File: src/verilog/elev_settings.svh
// elevator settings
// floor count, floor number width, travel time and door timing
`ifndef ELEV_SETTINGS_SVH
`define ELEV_SETTINGS_SVH

`define ELEV_FLOORS        8	// floors served by the car
`define ELEV_FLOOR_BITS    3	// bits in a floor number
`define ELEV_TRAVEL_CYCLES 4	// engine cycles per one-floor move

`define ELEV_DOOR_HOLD     6	// cycles door command stays open
`define ELEV_DOOR_CLOSE    2	// cycles door command stays close

`endif

File: src/verilog/elev_call_pkg.sv
// elevator call types
// floor numbers, per-floor masks and the grouped button inputs
`include "elev_settings.svh"

package elev_call_pkg;

	// floor number, 0 is the ground floor
	typedef logic [`ELEV_FLOOR_BITS-1:0] floor_t;

	// one bit per floor, bit n is floor n
	typedef logic [`ELEV_FLOORS-1:0] floor_mask_t;

	// button levels as sampled each cycle
	typedef struct packed {
		floor_mask_t car;	// inside the car
		floor_mask_t hall_up;	// landing, going up
		floor_mask_t hall_down;	// landing, going down
	} button_set_t;

endpackage

File: src/verilog/elev_motion_pkg.sv
// elevator motion types
// engine and door command encodings, state machine states and car status

package elev_motion_pkg;

	typedef enum logic [1:0] {
		engine_idle = 2'd0,
		engine_down = 2'd1,
		engine_up   = 2'd2
	} engine_e;

	typedef enum logic [1:0] {
		door_idle  = 2'd0,
		door_open  = 2'd1,
		door_close = 2'd2
	} door_e;

	typedef enum logic [1:0] {
		door_shut,	// no sequence running
		door_holding,	// door commanded open
		door_closing	// door commanded close
	} door_state_e;

	typedef enum logic [1:0] {
		travel_parked,
		travel_moving,
		travel_serving	// waiting on the door sequence
	} travel_state_e;

	typedef struct packed {
		elev_call_pkg::floor_t floor;
		engine_e engine;
	} car_status_t;

endpackage

File: src/verilog/call_register.sv
// call register
// latches car and hall calls per floor and clears a floor when it is served
`timescale 1ns/100ps
`include "elev_settings.svh"

module call_register (
	input  logic                        clk,
	input  logic                        reset,
	input  elev_call_pkg::button_set_t  buttons,
	input  elev_call_pkg::floor_t       car_floor,
	input  logic                        serve,
	output elev_call_pkg::floor_mask_t  pending
);

	elev_call_pkg::button_set_t calls;	// latched calls
	elev_call_pkg::floor_mask_t clear_mask;	// floor being served

	always_comb begin
		for (int i = 0; i < `ELEV_FLOORS; i++) begin
			clear_mask[i] = serve && (int'(car_floor) == i);
		end
	end

	// clear wins over a press in the same cycle
	always_ff @(posedge clk or negedge reset) begin
		if (!reset) begin
			calls <= '0;
		end else begin
			calls.car       <= (calls.car | buttons.car) & ~clear_mask;
			calls.hall_up   <= (calls.hall_up | buttons.hall_up) & ~clear_mask;
			calls.hall_down <= (calls.hall_down | buttons.hall_down) & ~clear_mask;
		end
	end

	// scheduler treats every kind of call alike
	assign pending = calls.car | calls.hall_up | calls.hall_down;

endmodule

File: src/verilog/door_sequencer.sv
// door sequencer
// open, hold and close sequence with open and close button overrides
`timescale 1ns/100ps
`include "elev_settings.svh"

module door_sequencer (
	input  logic                     clk,
	input  logic                     reset,
	input  logic                     door_request,
	input  logic                     open_btn,
	input  logic                     close_btn,
	output elev_motion_pkg::door_e   door,
	output logic                     door_busy,
	output logic                     serve
);

	localparam int door_max = (`ELEV_DOOR_HOLD > `ELEV_DOOR_CLOSE) ?
		`ELEV_DOOR_HOLD : `ELEV_DOOR_CLOSE;
	localparam int cnt_bits = (door_max > 1) ? $clog2(door_max) : 1;

	localparam logic [cnt_bits-1:0] hold_load  = cnt_bits'(`ELEV_DOOR_HOLD - 1);
	localparam logic [cnt_bits-1:0] close_load = cnt_bits'(`ELEV_DOOR_CLOSE - 1);

	elev_motion_pkg::door_state_e state;
	logic [cnt_bits-1:0]          count;	// cycles left in this phase

	always_ff @(posedge clk or negedge reset) begin
		if (!reset) begin
			state <= elev_motion_pkg::door_shut;
			count <= '0;
		end else begin
			case (state)
				elev_motion_pkg::door_shut: begin
					if (door_request) begin
						state <= elev_motion_pkg::door_holding;
						count <= hold_load;
					end
				end
				elev_motion_pkg::door_holding: begin
					if (open_btn) begin
						count <= hold_load;	// restart hold
					end else if (close_btn || count == '0) begin
						state <= elev_motion_pkg::door_closing;
						count <= close_load;
					end else begin
						count <= count - 1'b1;
					end
				end
				elev_motion_pkg::door_closing: begin
					if (open_btn) begin
						state <= elev_motion_pkg::door_holding;	// reopen, same service
						count <= hold_load;
					end else if (count == '0) begin
						state <= elev_motion_pkg::door_shut;
					end else begin
						count <= count - 1'b1;
					end
				end
				default: begin
					state <= elev_motion_pkg::door_shut;
				end
			endcase
		end
	end

	always_comb begin
		case (state)
			elev_motion_pkg::door_holding: door = elev_motion_pkg::door_open;
			elev_motion_pkg::door_closing: door = elev_motion_pkg::door_close;
			default:                       door = elev_motion_pkg::door_idle;
		endcase
	end

	assign door_busy = (state != elev_motion_pkg::door_shut);
	assign serve     = (state == elev_motion_pkg::door_shut) && door_request;	// once per sequence

endmodule

File: src/verilog/travel_controller.sv
// travel controller
// picks the direction, moves the car floor by floor and decides where to stop
`timescale 1ns/100ps
`include "elev_settings.svh"

module travel_controller (
	input  logic                            clk,
	input  logic                            reset,
	input  elev_call_pkg::floor_mask_t      pending,
	input  logic                            door_busy,
	input  logic                            open_btn,
	output logic                            door_request,
	output elev_motion_pkg::car_status_t    car
);

	localparam int cnt_bits = (`ELEV_TRAVEL_CYCLES > 1) ? $clog2(`ELEV_TRAVEL_CYCLES) : 1;
	localparam logic [cnt_bits-1:0] travel_load = cnt_bits'(`ELEV_TRAVEL_CYCLES - 1);

	elev_motion_pkg::travel_state_e state;
	elev_call_pkg::floor_t          floor;
	logic                           dir_up;	// 1 up, 0 down
	logic [cnt_bits-1:0]            count;	// engine cycles left on this floor

	elev_call_pkg::floor_t step_floor;	// floor the car is heading to
	elev_call_pkg::floor_t decide_floor;	// floor the decision refers to
	logic                  calls_above;
	logic                  calls_below;
	logic                  call_here;
	logic                  calls_ahead;
	logic                  calls_behind;

	assign step_floor   = dir_up ? floor + 1'b1 : floor - 1'b1;
	// while moving, decisions look at the floor being reached
	assign decide_floor = (state == elev_motion_pkg::travel_moving) ? step_floor : floor;

	always_comb begin
		calls_above = 1'b0;
		calls_below = 1'b0;
		for (int i = 0; i < `ELEV_FLOORS; i++) begin
			if (pending[i] && i > int'(decide_floor))
				calls_above = 1'b1;
			if (pending[i] && i < int'(decide_floor))
				calls_below = 1'b1;
		end
	end

	assign call_here    = pending[decide_floor];
	assign calls_ahead  = dir_up ? calls_above : calls_below;
	assign calls_behind = dir_up ? calls_below : calls_above;

	assign door_request = (state == elev_motion_pkg::travel_parked) && !door_busy &&
		(call_here || open_btn);

	always_ff @(posedge clk or negedge reset) begin
		if (!reset) begin
			state  <= elev_motion_pkg::travel_parked;
			floor  <= '0;
			dir_up <= 1'b1;
			count  <= '0;
		end else begin
			case (state)
				elev_motion_pkg::travel_parked: begin
					if (door_busy) begin
						state <= elev_motion_pkg::travel_parked;
					end else if (call_here || open_btn) begin
						state <= elev_motion_pkg::travel_serving;
					end else if (calls_ahead) begin
						state <= elev_motion_pkg::travel_moving;
						count <= travel_load;
					end else if (calls_behind) begin
						state  <= elev_motion_pkg::travel_moving;
						dir_up <= ~dir_up;	// nothing left ahead
						count  <= travel_load;
					end
				end
				elev_motion_pkg::travel_moving: begin
					if (count == '0) begin
						floor <= step_floor;
						count <= travel_load;
						// stop to serve, or re-plan when the run is over
						if (call_here || !calls_ahead)
							state <= elev_motion_pkg::travel_parked;
					end else begin
						count <= count - 1'b1;
					end
				end
				elev_motion_pkg::travel_serving: begin
					if (!door_busy)
						state <= elev_motion_pkg::travel_parked;
				end
				default: begin
					state <= elev_motion_pkg::travel_parked;
				end
			endcase
		end
	end

	always_comb begin
		car.floor = floor;
		if (state == elev_motion_pkg::travel_moving)
			car.engine = dir_up ? elev_motion_pkg::engine_up : elev_motion_pkg::engine_down;
		else
			car.engine = elev_motion_pkg::engine_idle;
	end

endmodule

File: src/verilog/elevator.sv
// elevator controller
// single car for eight floors, calls and door run beside the travel control
`timescale 1ns/100ps

module elevator (
	input  logic                        clk,
	input  logic                        reset,
	input  logic                        open_btn,
	input  logic                        close_btn,
	input  elev_call_pkg::button_set_t  buttons,
	output elev_motion_pkg::engine_e    engine,
	output elev_motion_pkg::door_e      door,
	output elev_call_pkg::floor_t       level_display
);

	elev_call_pkg::floor_mask_t   pending;	// calls waiting, any kind
	elev_motion_pkg::car_status_t car;
	logic                         door_request;
	logic                         door_busy;
	logic                         serve;	// floor of car is being served

	call_register u_call_register (
		.clk       (clk),
		.reset     (reset),
		.buttons   (buttons),
		.car_floor (car.floor),
		.serve     (serve),
		.pending   (pending)
	);

	door_sequencer u_door_sequencer (
		.clk          (clk),
		.reset        (reset),
		.door_request (door_request),
		.open_btn     (open_btn),
		.close_btn    (close_btn),
		.door         (door),
		.door_busy    (door_busy),
		.serve        (serve)
	);

	travel_controller u_travel_controller (
		.clk          (clk),
		.reset        (reset),
		.pending      (pending),
		.door_busy    (door_busy),
		.open_btn     (open_btn),
		.door_request (door_request),
		.car          (car)
	);

	assign engine        = car.engine;
	assign level_display = car.floor;

endmodule

File: config.mk
export PLATFORM = sky130hd
export DESIGN_NAME = elevator
export DESIGN_NICKNAME = d
export VERILOG_FILES = /design/src/verilog/elev_call_pkg.sv /design/src/verilog/elev_motion_pkg.sv /design/src/verilog/call_register.sv /design/src/verilog/door_sequencer.sv /design/src/verilog/travel_controller.sv /design/src/verilog/elevator.sv
export VERILOG_INCLUDE_DIRS = /design/src /design/src/verilog
export SDC_FILE = /design/constraint.sdc
export NUM_CORES = 1
export LEC_CHECK = 0
export ABC_AREA = 1
export BUFFER_PORTS_ARGS = -buffer_cell sky130_fd_sc_hd__buf_4
export CAP_MARGIN = 20
export CORE_MARGIN = 2
export CORE_UTILIZATION = 41
export CTS_BUF_LIST = sky130_fd_sc_hd__clkbuf_4
export DETAILED_ROUTE_END_ITERATION = 10
export PLACE_DENSITY = 0.6
export SLEW_MARGIN = 20
export SYNTH_ARGS = -nofsm -noshare
export SYNTH_HDL_FRONTEND = slang
export SYNTH_HIERARCHICAL = 1
export SYNTH_SLANG_ARGS = --single-unit
File: constraint.sdc
create_clock -name clk -period 3.2 [get_ports clk]
set_input_delay 0.96 -clock clk [delete_from_list [all_inputs] [get_ports clk]]
set_output_delay 0.96 -clock clk [all_outputs]
set_load 0.05 [all_outputs]
# After elaboration in Yosys (flattened, before gate mapping)
# Cells that the tools add are included.
[word_totals] inputBits=28 register_bits=37 output_inout_bits=7
[classes] bitwise_logic=13 reduce_logical=44 magnitude_cmp=15 addsub=4 mux=49 n_eq_ne=23
[ops] op="$or 8x8->8" count=5
[ops] op="$mux 2" count=19
[ops] op="$logic_and 1x1->1" count=25
[ops] op="$and 8x8->8" count=3
[ops] op="$mux 3" count=7
[ops] op="$mux 1" count=17
[ops] op="$eq 3x3->1 const B" count=4
[ops] op="$gt 3x3->1 const A" count=4
[ops] op="$ne 2x2->1 const B" count=6
[ops] op="$pmux 2 s3" count=2
[ops] op="$reduce_and 4->1" count=3
[ops] op="$lt 3x3->1 const A" count=3
[ops] op="$pmux 3 s3" count=1
[ops] op="$not 8->8" count=1
[ops] op="$pmux 2 s2" count=2
[ops] op="$eq 3x2->1 const B" count=2
[ops] op="$gt 2x3->1 const A" count=2
[ops] op="$logic_not 2->1" count=3
[ops] op="$logic_not 3->1" count=2
[ops] op="$lt 1x3->1 const A" count=2
[ops] op="$lt 2x3->1 const A" count=2
[ops] op="$sub 3x1->3 const B" count=2
[ops] op="$ne 5x2->1 const B" count=1
[ops] op="$reduce_and 5->1" count=1
[ops] op="other kinds (19)" count=29

# Logic depth before layout (Yosys ltp)
# Gate-level depths: netlist of run 1.
[logic_depth] word_depth=18 mapped_depth=20 mapped_depth_nobuf=20

# By module
# The synthesis of run 1 kept the hierarchy.
[by_module_without_submodules] module="call_register" cells_each=113 instances=1 area_per_inst_um2=934.6
[by_module_without_submodules] module="travel_controller" cells_each=159 instances=1 area_per_inst_um2=919.6
[by_module_without_submodules] module="door_sequencer" cells_each=74 instances=1 area_per_inst_um2=484.2

# Least setup slack after synthesis of run 1
# Ideal clock, no wire load.
[synth_path] path_type="reg-to-reg" startpoint="register u_travel_controller.floor[0]" endpoint="register u_call_register/calls[12] in the netlist's numbering" path_slack_ns=0.284 synth_period_minus_slack_ns=2.916 arrival_time_ns=2.794 path_stages_with_launch=18 path_buffers=0 setup_time_ns=0.122 required_time_ns=3.078 cell_sequence="dfrtp_1 -> inv_1 -> fa_1 -> inv_1 -> nand3_1 -> nand2_4 -> a21oi_1 -> o21ai_0 -> nand2_1 -> nand2_1 -> nand2_1 -> nor2_1 -> nor3_1 -> nand2_1 -> inv_1 -> nand2_1 -> nor2_1 -> nor2_1"
[synth_between] elab_chain_len=11 word_cells_on_any_way=13 classes_between="add/sub: 2; eq/ne: 1; mux: 4; bitwise: 2; reduce/logical: 4"
[synth_rtl] element="from (decl)" line="travel_controller.sv:20" text="elev_call_pkg::floor_t floor;"
[synth_rtl] element="from (signal assigned)" line="travel_controller.sv:78" text="floor <= step_floor;"
[synth_rtl] element="$sub 3x1->3 or $add 3x1->3 (tied branches)" line="travel_controller.sv:32" text="assign step_floor = dir_up ? floor + 1'b1 : floor - 1'b1;"
[synth_rtl] element="$mux 3 *" line="travel_controller.sv:32"
[synth_rtl] element="net u_travel_controller.step_floor[0]" line="travel_controller.sv:24" text="elev_call_pkg::floor_t step_floor;"
[synth_rtl] element="$mux 3 *" line="travel_controller.sv:34" text="assign decide_floor = (state == elev_motion_pkg::travel_moving) ? step_floor : floor;"
[synth_rtl] element="$bmux 1 s3 *" line="travel_controller.sv:47" text="assign call_here = pending[decide_floor];"
[synth_rtl] element="$mux 1 (not written as such) *" line="travel_controller.sv:47"
[synth_rtl] element="$logic_or 1x1->1 *" line="travel_controller.sv:52" text="(call_here || open_btn);"
[synth_rtl] element="$logic_and 1x1->1 *" line="travel_controller.sv:51" text="assign door_request = (state == elev_motion_pkg::travel_parked) && !door_busy &&"
[synth_rtl] element="net door_request" line="elevator.sv:18" text="logic door_request;"
[synth_rtl] element="$logic_and 1x1->1 *" line="door_sequencer.sv:75" text="assign serve = (state == elev_motion_pkg::door_shut) && door_request;"
[synth_rtl] element="net serve" line="elevator.sv:20" text="logic serve;"
[synth_rtl] element="$logic_and 1x1->1 *" line="call_register.sv:20" text="clear_mask[i] = serve && (int'(car_floor) == i);"
[synth_rtl] element="$not 8->8 *" line="call_register.sv:30" text="calls.hall_up <= (calls.hall_up | buttons.hall_up) & ~clear_mask;"
[synth_rtl] element="$and 8x8->8 *" line="call_register.sv:30"
[synth_rtl] element="to (decl)" line="call_register.sv:15" text="elev_call_pkg::button_set_t calls;"
# Mark *: on every way through the listed nets, which the timed path passes. The rest lies on a longest branch. The select of a mux whose other input is x is not followed.
# A chain may end at the register's enable or synchronous reset.

# Worst setup path after layout of run 1
[layout_path] startpoint="register u_travel_controller.floor[0]" endpoint="register u_call_register/calls[6] in the netlist's numbering"
[layout_between] elab_chain_len=11 word_cells_on_any_way=13 classes_between="add/sub: 2; eq/ne: 1; mux: 4; bitwise: 2; reduce/logical: 4"
[layout_rtl] element="$sub 3x1->3 or $add 3x1->3 (tied branches)" line="travel_controller.sv:32"
[layout_rtl] element="$mux 3 *" line="travel_controller.sv:32"
[layout_rtl] element="net u_travel_controller.step_floor[0]" line="travel_controller.sv:24"
[layout_rtl] element="$mux 3 *" line="travel_controller.sv:34"
[layout_rtl] element="$bmux 1 s3 *" line="travel_controller.sv:47"
[layout_rtl] element="$mux 1 (not written as such) *" line="travel_controller.sv:47"
[layout_rtl] element="$logic_or 1x1->1 *" line="travel_controller.sv:52"
[layout_rtl] element="$logic_and 1x1->1 *" line="travel_controller.sv:51"
[layout_rtl] element="net door_request" line="elevator.sv:18"
[layout_rtl] element="$logic_and 1x1->1 *" line="door_sequencer.sv:75"
[layout_rtl] element="net serve" line="elevator.sv:20"
[layout_rtl] element="$logic_and 1x1->1 *" line="call_register.sv:20"
[layout_rtl] element="$not 8->8 *" line="call_register.sv:31" text="calls.hall_down <= (calls.hall_down | buttons.hall_down) & ~clear_mask;"
[layout_rtl] element="$and 8x8->8 *" line="call_register.sv:31"
# Marked as above.

==> flow_metrics.env, run 1 <==
export IMPL_syn_inst=346
export IMPL_routedWlPerCell_um=10.9
export IMPL_cts_tree="done"
export IMPL_placed_cell_area_um2=2670
export IMPL_slew_violations=0
export IMPL_power_leakage_nw=1.45
export IMPL_final_nets=423
export IMPL_synthFlopType="dfrtp_1"
export IMPL_p_clk_frac=0.150
export IMPL_cts_buffers_inserted=5
export IMPL_antenna_cells=0
export IMPL_synth_cell_types=21
export IMPL_drtAntennaViolNets=0
export IMPL_ir_worst_vdd_uv=276
export IMPL_rsz0062_at_grt="false"
export IMPL_fillerInstances=582
export IMPL_die_area_um2=6320
export IMPL_grt_start_max_net_pins=38
export IMPL_core_area_um2=5510
export IMPL_syn_num_nets=383
export IMPL_required_ns=3.43
export IMPL_initial_core_util=0.425
export IMPL_slew_headroom=0.690
export IMPL_finalSetupViolCount=0
export IMPL_drtPass1Iterations=4
export IMPL_fin_crit_sh=0.882
export IMPL_arrival_ns=3.06
export IMPL_outcome="completed"
export IMPL_antenna_found_initial=0
export IMPL_hold_viol=0
export IMPL_period_needed_ns=2.82
export IMPL_synth_area_um2=2340
export IMPL_die_h_um=79.5
export IMPL_vias=2161
export IMPL_p_sw_uw=686
export IMPL_grt_pass1_wl_um=8960
export IMPL_grt_usage=0.181
export IMPL_tns_ns=0
export IMPL_gp_congestion=0.841
export IMPL_p_seq_frac=0.384
export IMPL_cts_sinks=37
export IMPL_cellPowerDensity_nw_per_um2=574
export IMPL_drt_iter0_drc=93
export IMPL_ys_ff_latch=37
export IMPL_clk_pin_slew_worst_paths_ns=0.12
export IMPL_hpwlAfterDp_um=3970
export IMPL_grt_pass1_vias=2024
export IMPL_critPathCaptureType="register"
export IMPL_clockBufferDepth=2
export IMPL_worstSetupPathType="reg2reg"
export IMPL_post_cts_buffers=0
export IMPL_grt_overflow=0
export IMPL_yosysWarningCount=6
export IMPL_synthArstFlopShare=1.00
export IMPL_switching_share=0.438
export IMPL_rows=27
export IMPL_syn_avg_cell_area_um2=6.76
export IMPL_worstSkewPairLatency_ns=0.34
export IMPL_fmax_mhz=354
export IMPL_cp_start_kind="register"
export IMPL_synth_edf_count=0
export IMPL_io_buffers=34
export IMPL_io_pins=35
export IMPL_min_delay_path_class="reg2reg"
export IMPL_vias_per_cell=4.71
export IMPL_worstMarginPinSlew_ns=0.465
export IMPL_wl_um=5020
export IMPL_cts_max_level=2
export IMPL_ys_seq_area_frac=0.396
export IMPL_fin_area_um2=2730
export IMPL_crit_fanout=8
export IMPL_drcViolationCount=0
export IMPL_clock_root_buffer="clkbuf_4"
export IMPL_drive_gt1_frac=0.171
export IMPL_skew_ns=0.0132
export IMPL_cts_hold_buffers=0
export IMPL_area_growth_pct=16.5
export IMPL_p_int_uw=879
export IMPL_comb_power_share=0.466
export IMPL_drv_cap=0
export IMPL_die_width_um=79.5
[final timing paths]
| kind | slack (ns) | startpoint | to | depth (start not counted) |
|---|---|---|---|---|
| max | 0.38 | u_travel_controller/floor[0] | u_call_register/calls[6] | 17 |
| min | 0.49 | u_door_sequencer/count[1] | u_door_sequencer/count[1] | 2 |
| max reg2reg | 0.38 | u_travel_controller/floor[0] | u_call_register/calls[6] | 17 |
| min reg2reg | 0.49 | u_door_sequencer/count[1] | u_door_sequencer/count[1] | 2 |
| max in group asynchronous | 2.27 | reset | u_travel_controller/dir_up | 1 |
| min in group asynchronous | 0.55 | reset | u_call_register/calls[22] | 1 |
[area by class of cell]
cell class / instances / area [um2] / area share
clock buffers: 5 / 37.5 / 0.0138
clock inverters: 3 / 17.5 / 0.00643
inverters: 51 / 191 / 0.0702
multi-input cells: 256 / 1200 / 0.439
flip-flops and latches: 37 / 928 / 0.341
well taps: 72 / 90.1 / 0.0331
repair buffers: 35 / 263 / 0.0964
[cell usage in the layout (no fill, tap or decap)]
cell type  instances
nand3_1           27
buf_4             35
a21oi_1            5
inv_2              4
nand2_1          104
clkbuf_4           5
inv_1             47
nor2_1            78
clkinv_1           1
clkinv_2           1
nand3_2            3
dfrtp_2            1
nor2_2             3
nor2_4             1
o211ai_1           1
nand2_4            4
dfstp_2            1
fa_1               1
nand4_1            6
o21ai_0            4
ha_1               8
dfrtp_1           35
nor3_1             2
o21ai_1            2
nand2_2            7
clkinv_4           1
[layer usage]
layer | GRT usage | vias to the layer above | part of all wire
met3 | 0.0464 | 10 | 0.045
li1 | - | 1135 | -
met5 | 0 | - | 0
met4 | 0.0707 | 0 | 0.019
met1 | 0.234 | 971 | 0.49
met2 | 0.291 | 45 | 0.44
[flip-flops by register name, summed over array words and instances, names as in the netlist]
name,cells
u_travel_controller/count,2
u_call_register/calls,24
u_travel_controller/state,2
u_door_sequencer/count,3
u_travel_controller/floor,3
u_door_sequencer/state,2
u_travel_controller/dir_up,1
[worst max-delay path: stages (launching register included)]
cell	delay, ns
dfrtp_2	0.45
inv_1	0.11
fa_1	0.59
inv_1	0.05
nand3_1	0.11
nand2_4	0.10
a21oi_1	0.12
o21ai_0	0.10
nand2_1	0.07
nand2_1	0.06
nand2_1	0.08
nor2_1	0.04
nor3_1	0.23
nand2_1	0.09
inv_1	0.07
nand2_1	0.11
nor2_1	0.26
nor2_1	0.07
[logic make-up (layout without fill, tap and decap cells)]
logic type | after synthesis | in the layout | synth area share
compound gates | 12 | 12 | 0.0268
fa+ha+maj | 9 | 9 | 0.0514
buf+inv | 53 | 94 | 0.0915
flops | 37 | 37 | 0.396
simple gates | 235 | 235 | 0.434
[synth_stat cells (3+ instances only)]
master	count	area share
nand3_1	27	0.058
nand3_2	3	0.013
nor2_2	3	0.0080
dfrtp_1	36	0.39
nand2_2	7	0.019
ha_1	8	0.043
nand4_1	6	0.016
nand2_4	4	0.019
o21ai_0	4	0.0086
nand2_1	104	0.17
a21oi_1	5	0.011
nor2_1	78	0.13
inv_2	4	0.0064
inv_1	47	0.075
[metrics by stage]
stage	std cells	setup slack (ns)	utilization	hold WS (ns)	power, mW
final	459	0.376	0.495	0.490	1.57
after global routing	459	0.0523	0.495	0.514	1.74
after CTS	459	0.296	0.495	0.496	1.59
after detailed placement	451	0.317	0.485	0.466	1.34
after global placement	451	0.366	0.485	0.467	1.34
after floorplan	346	0.284	-	0.449	1.17
[power groups by stage]
stage                     Sequential (mW)  Combinational [mW]  Clock [mW]
after detailed placement            0.609               0.733           0
after global routing                0.612               0.853       0.279
after global placement              0.608               0.730           0
after floorplan                     0.602               0.568           0
final                               0.602               0.729       0.235
after CTS                           0.601               0.737       0.254
[repair_timing]
action                                  in CTS  in global routing
endpoints found under the hold margin        0                  0
endpoints found under the setup margin       0                  9
gates resized for setup                      0                  1
(Power assumes the default switching activity.)
==> run 2: changes to the inputs <==
--- a/config.mk
+++ b/config.mk
@@ -6,9 +6,9 @@
 export SDC_FILE = /design/constraint.sdc
 export NUM_CORES = 1
 export LEC_CHECK = 0
-export ABC_AREA = 1
 export BUFFER_PORTS_ARGS = -buffer_cell sky130_fd_sc_hd__buf_4
 export CAP_MARGIN = 20
+export CORE_ASPECT_RATIO = 2
 export CORE_MARGIN = 2
 export CORE_UTILIZATION = 41
 export CTS_BUF_LIST = sky130_fd_sc_hd__clkbuf_4
==> run 2 against run 1 <==
Core utilization rose by 1.9 points. Synthesized cell count fell by 36%. Wire length rose by 2.5%. Die area fell by 4.1%. Sequential share of layout area barely moved. Final cell count fell by 28%. Total power fell by 7.2%. Count of clock-buffer cells in the layout rose by 1. Flip-flop and latch count did not move. Clock skew fell by 0.0064 ns. Fmax fell by 11%. Area after synthesis fell by 4.9%. Critical endpoint is now u_door_sequencer/state[0].
==> flow_metrics.env, run 2 <==
export IMPL_synth_top_area_share=0.405
export IMPL_grt_pass1_wl_um=8800
export IMPL_drv_cap=0
export IMPL_fillerInstances=513
export IMPL_final_cell_mix="buf_4, nor2_1, dfrtp_1, o21a_1"
export IMPL_hpwlAfterDp_um=3710
export IMPL_clk_pin_slew_worst_paths_ns=0.11
export IMPL_hold_viol=0
export IMPL_syn_inst=222
export IMPL_fin_area_um2=2740
export IMPL_worstSetupPathType="reg2reg"
export IMPL_fmax_mhz=315
export IMPL_min_delay_path_class="reg2reg"
export IMPL_rsz0062_at_grt="true"
export IMPL_area_growth_pct=23.1
export IMPL_final_nets=307
export IMPL_multi_input_area_um2=1250
export IMPL_synth_area_leaders="dfrtp_1, nor2_1, o21a_1"
export IMPL_ir_worst_vdd_uv=350
export IMPL_synth_common_cells="dfrtp_1, nor2_1, o21a_1"
export IMPL_slew_headroom=0.642
export IMPL_yosysWarningCount=6
export IMPL_cts_hold_buffers=0
export IMPL_drcViolationCount=0
export IMPL_grt_overflow=0
export IMPL_vias_per_cell=5.73
export IMPL_fin_crit_sh=0.991
export IMPL_highest_layer="met4"
export IMPL_synth_mux_area_frac=0.0332
export IMPL_slew_violations=0
export IMPL_initial_core_util=0.418
export IMPL_cts_max_level=2
export IMPL_syn_avg_cell_area_um2=10.0
export IMPL_die_h_um=108
export IMPL_arrival_ns=3.40
export IMPL_synth_top_family_by_area="simple AND/OR/NAND/NOR gates"
export IMPL_clock_root_buffer="clkbuf_4"
export IMPL_synthFlopType="dfrtp_1"
export IMPL_synth_xor_xnor_area_share=0.0158
export IMPL_clockBufferDepth=2
export IMPL_required_ns=3.43
export IMPL_crit_fanout=4
export IMPL_finalSetupViolCount=0
export IMPL_io_buffers=34
export IMPL_synth_top_area_cell="dfrtp_1"
export IMPL_fin_util=0.514
export IMPL_grt_usage=0.182
export IMPL_drive_gt1_frac=0.303
export IMPL_grt_start_max_net_pins=38
export IMPL_worstMarginPinSlew_ns=0.523
export IMPL_synth_simple_area_share=0.227
export IMPL_largestRegisters="u_call_register/calls (24), u_door_sequencer/count (3), u_travel_controller/floor (3)"
export IMPL_synth_area_um2=2220
export IMPL_synthArstFlopShare=1.00
export IMPL_cp_start_kind="register"
export IMPL_grt_pass1_vias=1916
export IMPL_critPathCaptureType="register"
export IMPL_synth_edf_count=0
export IMPL_gp_congestion=0.849
export IMPL_seq_area_um2=932
export IMPL_antenna_cells=0
export IMPL_ys_seq_area_frac=0.417
export IMPL_regMostFlops="u_call_register/calls"
export IMPL_synth_compound_gate_area_share=0.215
export IMPL_period_needed_ns=3.17
export IMPL_drt_iter0_drc=97
export IMPL_cts_sinks=37
export IMPL_cts_tree="done"
export IMPL_die_area_um2=6060
export IMPL_worstSkewPairLatency_ns=0.33
export IMPL_io_pins=35
export IMPL_cellPowerDensity_nw_per_um2=531
export IMPL_routedWlPerCell_um=15.6
export IMPL_drtAntennaViolNets=0
export IMPL_placed_cell_area_um2=2580
export IMPL_core_area_um2=5330
export IMPL_antenna_found_initial=0
export IMPL_final_common_cell="buf_4"
export IMPL_wl_um=5150
export IMPL_power_leakage_nw=1.12
export IMPL_synth_cell_types=61
export IMPL_outcome="completed"
export IMPL_routedLengthMet1_um=2240
export IMPL_dr_wl_met2_um=2510
export IMPL_wl_met3_um=239
export IMPL_rows=38
export IMPL_syn_num_nets=259
export IMPL_ys_ff_latch=37
export IMPL_drtPass1Iterations=4
export IMPL_largest_register_ffs=24
export IMPL_synth_fa_ha_area_frac=0.0540
export IMPL_cts_buffers_inserted=5
export IMPL_vias=1898
export IMPL_skew_ns=0.00685
export IMPL_yosysMostFrequentCell="dfrtp_1"
export IMPL_die_width_um=56.1
-- run 2: changes by cell type after synthesis, sizes merged, moves of 5 or more --
cell | before | now
a21oi | 5 | 10
a31oi | 0 | 6
o21a | 0 | 14
or3 | 0 | 9
inv | 51 | 12
nand2b | 0 | 6
nand2 | 115 | 7
nor2 | 82 | 35
nand3 | 30 | 2
-- run 2: critical path: stages (launching register included) --
cell and delay [ns]:
dfrtp_4 0.50, inv_4 0.06, fa_2 0.47, or4bb_1 0.56, o31ai_4 0.09, a221oi_2 0.12, a22o_1 0.26, nor2_2 0.14
nor2b_2 0.07, a221o_1 0.29, a31oi_2 0.19, mux2_4 0.31
-- run 2: final cells by class --
class,instances,area share
repair buffers,47,0.129
inverters,12,0.0183
multi-input cells,167,0.456
clock buffers,6,0.0165
clock inverters,2,0.0123
well taps,60,0.0274
flip-flops and latches,37,0.340
-- run 2: where the power goes --
| group | internal (mW) | switching [mW] |
|---|---|---|
| sequential | 0.525 | 0.0527 |
| clock | 0.171 | 0.150 |
| combinational | 0.253 | 0.301 |
| total | 0.949 | 0.504 |
-- run 2: path summary, 6_finish.rpt --
check,startpoint,end,slack (ns),cells past startpoint
setup reg to reg,u_travel_controller/floor[0],u_door_sequencer/state[0],0.03,11
setup / recovery,u_travel_controller/floor[0],u_door_sequencer/state[0],0.03,11
min in group asynchronous,reset,u_call_register/calls[9],0.57,1
hold reg to reg,u_call_register/calls[19],u_call_register/calls[19],0.48,1
hold / removal,u_call_register/calls[19],u_call_register/calls[19],0.48,1
max in group asynchronous,reset,u_travel_controller/floor[0],2.26,1
-- run 2: routing by layer --
layer,GRT usage,up-vias
met4,0.0935,0
met1,0.233,914
met3,0.0371,12
met2,0.291,55
li1,-,917
met5,0,-
-- run 2: cells by family after synthesis --
family | Yosys count
buffers and inverters | 18
muxes | 7
adders and majority gates | 9
DFF | 37
and+or+nand+nor | 87
AOI/OAI and AO/OA | 60
xor gates and xnor gates | 4
-- run 2: metrics by stage --
stage	setup slack [ns]	setup TNS, ns	hold slack (ns)	instances	power [mW]
2_1_floorplan	-0.228	-0.228	0.443	222	0.953
3_3_place_gp	0.0671	0	0.455	317	1.08
3_5_place_dp	-0.0144	-0.0144	0.459	317	1.10
4_1_cts	0.0130	0	0.485	326	1.43
5_1_grt	-0.0778	-0.169	0.498	331	1.55
6_report	0.0299	0	0.480	331	1.45
-- run 2: what timing repair did --
| action | in CTS | in global routing |
|---|---|---|
| pin swaps | 1 | 6 |
| setup buffers | 1 | 5 |
| hold endpoints to repair | 0 | 0 |
| gates resized for setup | 1 | 7 |
| setup endpoints to repair | 1 | 23 |
